<file path="src/hw/div_config.svh">
`ifndef DIV_CONFIG_SVH
`define DIV_CONFIG_SVH

// ------------------------------
// datapath widths
// ------------------------------
`define DIV_WIDTH      32
`define DIV_TAG_WIDTH  8
`define DIV_PC_WIDTH   32
`define DIV_OP_WIDTH   4

// one array stage per quotient bit
`define DIV_STAGES     `DIV_WIDTH

`endif

</file>
<file path="src/hw/div_pkg.sv">
`include "div_config.svh"

package div_pkg;

    // ------------------------------
    // width types
    // ------------------------------
    typedef logic [`DIV_WIDTH-1:0]     div_data_t;  // operand, quotient, remainder
    typedef logic [`DIV_TAG_WIDTH-1:0] div_tag_t;   // physical dest register
    typedef logic [`DIV_PC_WIDTH-1:0]  div_pc_t;

    // ------------------------------
    // divide opcodes
    // ------------------------------
    // unlisted codes decode as divu
    typedef enum logic [`DIV_OP_WIDTH-1:0] {
        DIV_OP_DIV  = 1,
        DIV_OP_DIVU = 2,
        DIV_OP_REM  = 3,
        DIV_OP_REMU = 4
    } div_op_e;

endpackage

</file>
<file path="src/hw/div_operand_prep.sv">
`include "div_config.svh"

module div_operand_prep import div_pkg::*; (
    input  logic      clk,
    input  logic      reset,
    input  logic      start,
    input  div_data_t a,
    input  div_data_t b,
    input  div_op_e   div_op,
    input  div_tag_t  tag_in,
    input  div_pc_t   pc_in,
    output logic      prep_valid,
    output div_data_t dividend_mag,
    output div_data_t divisor_mag,
    output div_data_t dividend_raw,
    output logic      want_rem,
    output logic      negate_res,
    output logic      div_by_zero,
    output div_tag_t  tag,
    output div_pc_t   pc
);

    logic is_signed;
    logic is_rem;
    logic a_neg;
    logic b_neg;
    logic b_zero;

    // ------------------------------
    // opcode decode
    // ------------------------------
    always_comb begin
        case (div_op)
            DIV_OP_DIV: begin
                is_signed = 1'b1;
                is_rem    = 1'b0;
            end
            DIV_OP_REM: begin
                is_signed = 1'b1;
                is_rem    = 1'b1;
            end
            DIV_OP_REMU: begin
                is_signed = 1'b0;
                is_rem    = 1'b1;
            end
            default: begin // divu and anything unknown
                is_signed = 1'b0;
                is_rem    = 1'b0;
            end
        endcase
    end

    assign a_neg  = is_signed & a[`DIV_WIDTH-1];
    assign b_neg  = is_signed & b[`DIV_WIDTH-1];
    assign b_zero = (b == '0);

    // ------------------------------
    // request register
    // ------------------------------
    always_ff @(posedge clk) begin
        if (reset) begin
            prep_valid   <= 1'b0;
            dividend_mag <= '0;
            divisor_mag  <= '0;
            dividend_raw <= '0;
            want_rem     <= 1'b0;
            negate_res   <= 1'b0;
            div_by_zero  <= 1'b0;
            tag          <= '0;
            pc           <= '0;
        end else begin
            prep_valid   <= start;
            dividend_mag <= a_neg ? -a : a;  // min int stays 0x8000_0000
            divisor_mag  <= b_neg ? -b : b;
            dividend_raw <= a;
            want_rem     <= is_rem;
            // remainder takes the dividend sign
            negate_res   <= !b_zero && (is_rem ? a_neg : (a_neg ^ b_neg));
            div_by_zero  <= b_zero;
            tag          <= tag_in;
            pc           <= pc_in;
        end
    end

endmodule

</file>
<file path="config.mk">
export PLATFORM = sky130hd
export DESIGN_NAME = div_operand_prep
export DESIGN_NICKNAME = d
export VERILOG_FILES = /design/src/hw/div_pkg.sv /design/src/hw/div_operand_prep.sv
export VERILOG_INCLUDE_DIRS = /design/src /design/src/hw
export SDC_FILE = /design/constraint.sdc
export NUM_CORES = 1
export LEC_CHECK = 0
export ABC_AREA = 1
export BUFFER_PORTS_ARGS = -buffer_cell sky130_fd_sc_hd__buf_4
export CORE_MARGIN = 2
export CORE_UTILIZATION = 30
export CTS_CLUSTER_DIAMETER = 100
export CTS_CLUSTER_SIZE = 10
export DETAILED_ROUTE_END_ITERATION = 10
export PLACE_DENSITY_LB_ADDON = 0.1
export SLEW_MARGIN = 20
export SYNTH_ARGS = -nofsm -noshare
export SYNTH_HDL_FRONTEND = slang
export SYNTH_SLANG_ARGS = --single-unit
</file>
<file path="constraint.sdc">
create_clock -name clk -period 1.2 [get_ports clk]
set_input_delay 0.06 -clock clk [delete_from_list [all_inputs] [get_ports clk]]
set_output_delay 0.06 -clock clk [all_outputs]
set_load 0.01 [all_outputs]
</file>
==> impl_results.md <==
* Status: finished clean
* Clock Tree Buf Depth at 2
* Num CTS Buffers at 17
* Largest net degree at the start of global routing at 53
* Vias in the first global route at a little over 6000
* CP cell instances: dlygate4sd3_1, buf_4, nor2_4, buf_4, nand2_1, nor2_1, nand2_1, nand2_1, nand3_1, nand2_1, nand2_1, nor2_1
* Mapped Area at 5730 µm²
* Commonest cells post-synth: nor2_1 (213), dfxtp_1 (139), nand2_1 (129)
* Max-cap violation count at 0
* GRT Total Usage at 0.190
* Hold Vio Cnt, Final at 0
* Area Overhead vs Synth at 75.8%
* Net count, final at 1338
* HP Class: input pin to flip-flop
* Final Cycle Share at 0.925
* Ports at around 250
* Most used DFF post-synth: dfxtp_1
* CP most frequent cell: nand2_1
* Post-synth top area cell: dfxtp_1
* Most common cell in the netlist: nor2_1
* Hold Path Sink: dividend_mag[30]
* Synth cell types at 34
* DP Cell Count at 1326
* Setup TNS at 0 ns
* Fill cell count at 1843
* Worst slew pin tran at 0.427 ns
* Final core occ at 0.539
* Maximum clock frequency at 901 MHz
* Register clock-pin slew on the reported worst setup and hold paths at 0.06 ns
* Die Y at ~140 µm
* VDD IR max at 0.944 mV
* DRT iter0 DRCs at 234
* Synth area leaders: dfxtp_1 (49%), nor2_1 (14%), nand2_1 (8.4%)
* Worst endpoint required time at 1.55 ns
* Worst Setup SP: b[23]
* CP Capture Type: flip-flop
* FF+latch count, synth at 139
* Worst Hold Depth at 4
* Dpl hpwl at 14.4 mm
* First-pass GRT wire length at approximately 30 mm
* Worst slack, placed at -0.318 ns
* IO buf count at 250
* H-tree levels at 4
* Die area at ~20000 µm²
* CP arrival at 1.46 ns
* Cell Rows at 50
* Clock sink count at 139
* Routed wl met2 at 9.44 mm
* Static leakage at 5.14 nW
* Max Used Layer: met4
* GPL Wtd Cong at 0.851
* Hold wc startpoint: a[30]
* Vias/cell at ~4.3
* Syn nets at 918
* Vias at ~6300
* Clk root buf: clkbuf_16
* Syn avg cell area at 7.12 µm²
* CTS tree: done
* Starting Density at 0.306
* Setup ws final at 0.0899 ns
* Final ANT Viol Nets at 0
* Drt first pass iters at 4
* Final antenna diode count at 0
* Share of layout cells above drive strength 1 at 0.326
* Count of flip-flops with a built-in enable after synthesis at 0
* Core area at roughly 19000 µm²
* Max Slew Vio Count at 0
* RSZ-0062 raised after global routing: true
* Wirelength, routed at 19.6 mm
* Pwr dens at between 1000 and 1500 nW/µm²
* CP max-delay cell: dlygate4sd3_1
* Max incr delay on CP at 0.53 ns
* WL met3 at approximately 1.4 mm
* Crit path time final at 1.11 ns
* Synth warn at 0
* M1 wire length at 8.34 mm
* Max_slew headroom at 0.715
* Final Setup Violations at 0
* Cells after synthesis at roughly 810
* Die W at 142 µm
* Ys async rst share at 0
* Initial antenna violation count at 0
* Post-route insts no fill at 1472
* GRT overflow at 0
* Crit start category: input pin
* Drt wl/cell at 13.3 µm
* Crit Path Category: input pin to flip-flop
* Sequential area share after synthesis at 0.485
* DRC violations left at 0
* Crit-path max FO at 5
* Share of Yosys cell area claimed by the top area cell type at 0.485
## power breakdown
| part | leakage (nW) | internal [mW] | switching, mW |
|---|---|---|---|
| clock | 0.283 | 3.14 | 2.22 |
| sequential | 1.16 | 4.89 | 0.0803 |
| combinational | 3.70 | 1.11 | 0.951 |
| total | 5.14 | 9.14 | 3.26 |
## layout by cell type (no fill, tap or decap), types with 2 or more instances in the layout
cell | Yosys | final
nand4_1 | 14 | 14
o21ai_1 | 4 | 5
nor3_2 | 2 | 4
nand3_1 | 39 | 37
nand2_1 | 129 | 126
dfxtp_1 | 139 | 139
a21oi_1 | 42 | 42
nor2_4 | 3 | 4
nor3_1 | 9 | 7
nand3_4 | 1 | 2
inv_1 | 122 | 120
nand2_4 | 1 | 2
nor2_1 | 213 | 204
buf_12 | 1 | 5
ha_1 | 2 | 2
dlygate4sd3_1 | 0 | 104
nor2_2 | 4 | 12
o21ai_0 | 31 | 30
nand2_2 | 11 | 13
buf_6 | 4 | 3
inv_6 | 1 | 5
o21ai_2 | 2 | 2
inv_8 | 0 | 3
clkinvlp_4 | 0 | 4
inv_2 | 2 | 3
buf_4 | 4 | 310
nand3_2 | 5 | 6
bufinv_16 | 0 | 2
clkbuf_16 | 0 | 17
## registers in the layout (all words and copies together) (netlist names)
name	cells
pc	32
dividend_raw	31
tag	8
negate_res	1
div_by_zero	1
divisor_mag	32
dividend_mag	32
prep_valid	1
want_rem	1
## area by class of cell
| type | instances | area (µm²) | area share |
|---|---|---|---|
| well taps | 234 | 293 | 0.0291 |
| flip-flops and latches | 139 | 2780 | 0.276 |
| multi-input cells | 518 | 2390 | 0.237 |
| clock buffers | 17 | 425 | 0.0422 |
| inverters | 125 | 482 | 0.0478 |
| repair buffers | 424 | 3530 | 0.350 |
| clock inverters | 15 | 176 | 0.0175 |
## metal layers
layer	track usage	up-vias
met2	0.326	184
met4	0.0684	0
li1	-	3317
met1	0.224	2819
met5	0	-
met3	0.0589	27
## logic make-up after synthesis
kind of cell	synth area share
AOI/OAI and AO/OA	0.0788
adders and majority gates	0.00436
buffers and inverters	0.110
DFF	0.485
and+or+nand+nor	0.322
## worst max path at each step
stage	to	slack, ns	cells after the start
6_report	divisor_mag[30]	0.09	12
2_1_floorplan	divisor_mag[24]	0.07	9
4_1_cts	divisor_mag[28]	0.01	10
5_1_grt	divisor_mag[30]	-0.06	12
3_5_place_dp	divisor_mag[24]	-0.32	10
3_3_place_gp	divisor_mag[24]	-0.28	10
## critical path, delay by kind of cell
family,cells,cell delay [ns]
buffers and inverters,3,0.80
and+or+nand+nor,9,0.61
## metrics by stage
step           total power, mW  hold slack (ns)  cell area (µm²)
3_5_place_dp              6.83            0.266             8250
3_3_place_gp              6.83            0.259             8250
4_1_cts                   12.5          0.00109             9890
2_1_floorplan             5.78            0.138             5730
5_1_grt                   13.0          0.00327            10100
6_report                  12.4           0.0107            10100
## what timing repair did
item	4_1_cts	5_1_grt
setup endpoints to repair	0	25
gates resized for setup	0	31
setup buffers	0	9
hold buffers	104	2
endpoints found under the hold margin	124	2
(Power assumes the default switching activity.)
