--- config.mk ---
export PLATFORM = sky130hd
export DESIGN_NAME = div_result_fixup
export DESIGN_NICKNAME = d
export VERILOG_FILES = /design/src/hw/div_pkg.sv /design/src/hw/div_result_fixup.sv
export VERILOG_INCLUDE_DIRS = /design/src /design/src/hw
export SDC_FILE = /design/constraint.sdc
export NUM_CORES = 1
export LEC_CHECK = 0
export BUFFER_PORTS_ARGS = -buffer_cell sky130_fd_sc_hd__buf_4
export CAP_MARGIN = 20
export CORE_MARGIN = 3
export CORE_UTILIZATION = 49
export CTS_BUF_LIST = sky130_fd_sc_hd__clkbuf_8
export CTS_CLUSTER_SIZE = 14
export DETAILED_ROUTE_END_ITERATION = 6
export GPL_TIMING_DRIVEN = 0
export PLACE_DENSITY = 0.88
export REMOVE_ABC_BUFFERS = 1
export SLEW_MARGIN = 20
export SYNTH_ARGS = -nofsm -noshare
export SYNTH_HDL_FRONTEND = slang
export SYNTH_SLANG_ARGS = --single-unit
--- constraint.sdc ---
create_clock -name clk -period 6.7 [get_ports clk]
set_clock_uncertainty 0.1 [all_clocks]
set_input_delay 0.67 -clock clk [delete_from_list [all_inputs] [get_ports clk]]
set_output_delay 0.67 -clock clk [all_outputs]
set_load 0.01 [all_outputs]
--- src/hw/div_config.svh ---
`ifndef DIV_CONFIG_SVH
`define DIV_CONFIG_SVH

// ------------------------------
// datapath widths
// ------------------------------
`define DIV_WIDTH      32
`define DIV_TAG_WIDTH  8
`define DIV_PC_WIDTH   32
`define DIV_OP_WIDTH   4

// one array stage per quotient bit
`define DIV_STAGES     `DIV_WIDTH

`endif

--- src/hw/div_pkg.sv ---
`include "div_config.svh"

package div_pkg;

    // ------------------------------
    // width types
    // ------------------------------
    typedef logic [`DIV_WIDTH-1:0]     div_data_t;  // operand, quotient, remainder
    typedef logic [`DIV_TAG_WIDTH-1:0] div_tag_t;   // physical dest register
    typedef logic [`DIV_PC_WIDTH-1:0]  div_pc_t;

    // ------------------------------
    // divide opcodes
    // ------------------------------
    // unlisted codes decode as divu
    typedef enum logic [`DIV_OP_WIDTH-1:0] {
        DIV_OP_DIV  = 1,
        DIV_OP_DIVU = 2,
        DIV_OP_REM  = 3,
        DIV_OP_REMU = 4
    } div_op_e;

endpackage

--- src/hw/div_result_fixup.sv ---
module div_result_fixup import div_pkg::*; (
    input  logic      clk,
    input  logic      reset,
    input  logic      arr_valid,
    input  div_data_t quotient,
    input  div_data_t remainder,
    input  div_data_t arr_dividend_raw,
    input  logic      arr_want_rem,
    input  logic      arr_negate_res,
    input  logic      arr_div_by_zero,
    input  div_tag_t  arr_tag,
    input  div_pc_t   arr_pc,
    output div_data_t result,
    output logic      done,
    output div_tag_t  tag_out,
    output div_pc_t   pc_out
);

    div_data_t mag_sel;
    div_data_t signed_res;
    div_data_t final_res;

    // ------------------------------
    // select, sign, zero rule
    // ------------------------------
    assign mag_sel    = arr_want_rem ? remainder : quotient;
    assign signed_res = arr_negate_res ? -mag_sel : mag_sel;

    always_comb begin
        if (arr_div_by_zero) begin
            // rem returns dividend, div returns all ones
            final_res = arr_want_rem ? arr_dividend_raw : '1;
        end else begin
            final_res = signed_res;
        end
    end

    // ------------------------------
    // writeback register
    // ------------------------------
    always_ff @(posedge clk) begin
        if (reset) begin
            result  <= '0;
            done    <= 1'b0;
            tag_out <= '0;
            pc_out  <= '0;
        end else begin
            result  <= final_res;
            done    <= arr_valid;  // one pulse per request
            tag_out <= arr_tag;
            pc_out  <= arr_pc;
        end
    end

endmodule

==> summary.txt <==
Layout
  – Fraction of final layout cells with drive strength greater than 1: 41.33%
  – Most frequent standard cell in the layout excluding fill and tap cells: sky130_fd_sc_hd__buf_4
  – Number of filler cells placed in the layout: 559
  – Most frequent cells in the layout: sky130_fd_sc_hd__buf_4, sky130_fd_sc_hd__dfxtp_1, sky130_fd_sc_hd__nor2b_1, sky130_fd_sc_hd__nor2_1
  – Post-layout instance area: 5573 um^2
  – Number of nets in the layout: 755
  – # diodes: 0
  – Layout-stage area growth over the synthesis result: 49.76%

Min path
  – Tightest Hold Check Type: input pin to flip-flop
  – Hold Startpoint: arr_pc[27]
  – Hold depth: 2

Yosys
  – Top flip-flop cell by instance count after synthesis: sky130_fd_sc_hd__dfxtp_1
  – Sequential element share of the synthesized area: 39.27%
  – Average size of a mapped cell: 9.010 um^2
  – Number of different library cells in the post-synthesis netlist: 59
  – Number of instances in the synthesized netlist: 413
  – Number of enable flip-flop cells after synthesis: 0
  – Count of warnings emitted by yosys: 0
  – Share of flip-flops with an asynchronous set or reset: 0%
  – Mapped cell area: 3721 um^2
  – Post-synthesis sequential element count: 73

Outcome
  – Outcome: finished, final reports clean

Worst setup path
  – Crit-path max cell delay: 0.68 ns
  – Crit path arrival time: 3.64 ns
  – Cells along the critical path: buf_4, or4b_1, a222oi_1, and3_1, nand2_1, o311a_1
  – Startpoint type of the worst setup path: input pin
  – Maximum fanout along the worst path: 76
  – Type of the worst setup path: input pin to flip-flop
  – Crit path max-delay cell type: sky130_fd_sc_hd__a222oi_1
  – Worst setup EP type: flip-flop
  – Data required time of the critical path: 6.83 ns
  – Startpoint of the worst setup timing path: arr_want_rem

Routing
  – Drt drc: 0
  – Total routed wirelength: 12580 um
  – Via total after detailed routing: 4017
  – Remaining antenna violation count after routing: 0
  – Drt pass-1 iters: 5
  – Routed length per placed instance: 17.57 um
  – Via/cell ratio: 5.610
  – DRC violation total after the first TritonRoute iteration: 211

Power
  – Maximum vdd ir drop: 139.5 uV
  – Cell area power density: 205.5 nW/um^2
  – Leakage power total: 0.002514 uW

CTS
  – Clock-pin slew on the worst setup and hold paths: 0.08 ns
  – CTS root buffer: sky130_fd_sc_hd__clkbuf_8
  – CTS Buf Count: 9
  – Setup Buffers After CTS: 0
  – Number of levels the H-tree was split into: 3
  – Clock tree sinks: 73
  – Number of hold-repair buffers added at the cts stage: 0
  – Quantity of gates resized following cts: 0
  – Number of buffers on the longest clock path: 2
  – CTS tree: built

GRT
  – Remaining global-route overflow: 0
  – Largest net degree at the start of global routing: 77
  – Number of antenna violations at the first check in global routing: 0
  – Via count of the first global-routing pass: 3966
  – Global-route wire length before repair: 19220 um
  – Total routing usage reported by global routing: 27.81%

STA
  – Setup tns final: 0 ns
  – Max_slew headroom: 41.56%
  – Final Hold Fails: 0
  – Final setup violation count: 0
  – Fraction of the cycle the final worst path needs: 52.38%
  – Unrepaired setup endpoints after global routing: no
  – Pins over their slew limit: 0
  – Time the final worst path needs with I/O delays and setup: 3.509 ns
  – Peak clock frequency supported by timing: 285.0 MHz
  – Slew at the pin with the worst max-slew slack: 0.8686 ns

Floorplan
  – Std cell rows: 31
  – Initial Util: 51.03%
  – Overall die height: 93.15 um
  – Die Outline Area: 8676 um^2
  – Top Ports: 215
  – Floorplan die width: 93.15 um
  – Core Box Area: 7292 um^2

Place
  – Count of input and output buffers: 214
  – Final HPWL from detailed placement: 9484 um
  – Final RePlAce weighted congestion: 0.9224
  – Cell area reported after detailed placement: 5328 um^2

Flow run
  – Total of max-cap violations: 0
-- layout make-up --
class                      count  area (um^2)  share of cell area, %
clock buffer                   9        123.9                  2.223
clock inverter                 7        118.9                  2.133
inverter                       6        22.52                 0.4041
multi-input combinational    308         2116                  37.97
sequential                    73         1461                  26.22
tap                           99        123.9                  2.223
timing repair buffer         214         1607                  28.83
-- worst max-delay path, delay by kind of cell --
family / cells / cell delay, ns
buffers and inverters: 1 / 0.64
AOI/OAI and AO/OA: 2 / 1.03
and+or+nand+nor: 3 / 1.26
-- worst paths after layout --
check | end | slack [ns]
hold / removal | pc_out[27] | 0.44
setup / recovery | result[17] | 3.19
-- state kept, by name, summed over array words and instances, names as in the netlist --
name     cells
pc_out      32
result      32
tag_out      8
done         1
-- through the flow --
| step | hold WS, ns | power (uW) | setup WS, ns | instances | util (%) |
|---|---|---|---|---|---|
| floorplan | 0.6416 | 582.5 | 3.905 | 387 | - |
| global placement | 0.7791 | 728.4 | 2.931 | 700 | 73.06 |
| detailed placement | 0.7849 | 735.6 | 2.907 | 700 | 73.06 |
| CTS | 0.4294 | 1156 | 3.253 | 716 | 76.39 |
| global route | 0.4308 | 1195 | 3.024 | 716 | 76.42 |
| finish | 0.4442 | 1145 | 3.191 | 716 | 76.42 |
-- metal layers --
metal | global-route usage (%) | vias to the layer above | wire [um]
li1 | - | 1934 | -
met1 | 32.30 | 1823 | 4794
met2 | 49.61 | 242 | 6256
met3 | 7.804 | 18 | 1355
met4 | 8.181 | 0 | 173
met5 | 0 | - | 0
-- synthesized netlist by cell type, types with 4 or more instances --
cell	n	area share, %
sky130_fd_sc_hd__nor2b_1	41	6.9
sky130_fd_sc_hd__dfxtp_1	73	39
sky130_fd_sc_hd__clkbuf_1	17	1.7
sky130_fd_sc_hd__o221a_2	4	1.2
sky130_fd_sc_hd__nor3_1	21	2.8
sky130_fd_sc_hd__a21oi_1	14	1.9
sky130_fd_sc_hd__o211a_1	5	1.3
sky130_fd_sc_hd__nor4_1	13	2.2
sky130_fd_sc_hd__a31oi_1	5	0.84
sky130_fd_sc_hd__o311a_1	4	1.1
sky130_fd_sc_hd__o221ai_1	8	1.9
sky130_fd_sc_hd__mux2_2	9	2.7
sky130_fd_sc_hd__nor2_1	34	3.4
sky130_fd_sc_hd__inv_1	4	0.40
sky130_fd_sc_hd__o22ai_1	7	1.2
sky130_fd_sc_hd__mux2i_1	21	5.6
sky130_fd_sc_hd__buf_2	6	0.81
sky130_fd_sc_hd__nor4b_1	7	1.6
sky130_fd_sc_hd__xor2_1	5	1.2
sky130_fd_sc_hd__xnor2_1	10	2.4
sky130_fd_sc_hd__nand2_1	18	1.8
sky130_fd_sc_hd__o21ai_0	14	1.9
sky130_fd_sc_hd__a211oi_1	15	3.0
-- logic make-up (layout without fill, tap and decap cells) --
kind of cell / Yosys count / in the layout / synth area share, %
adders and majority gates: 1 / 1 / 0.3362
DFF: 73 / 73 / 39.27
and+or+nand+nor: 165 / 165 / 25.12
buffers and inverters: 32 / 236 / 3.934
xor gates and xnor gates: 15 / 15 / 3.530
muxes: 30 / 30 / 8.373
AOI/OAI and AO/OA: 97 / 97 / 19.44
-- where the power goes --
part / leakage, uW / switching [uW] / internal [uW] / total [uW]
clock network: 0.000121 / 170 / 248 / 418
logic: 0.00178 / 118 / 137 / 255
registers: 0.000610 / 8.60 / 464 / 473
Note: power is estimated with default switching activity, not from simulation.
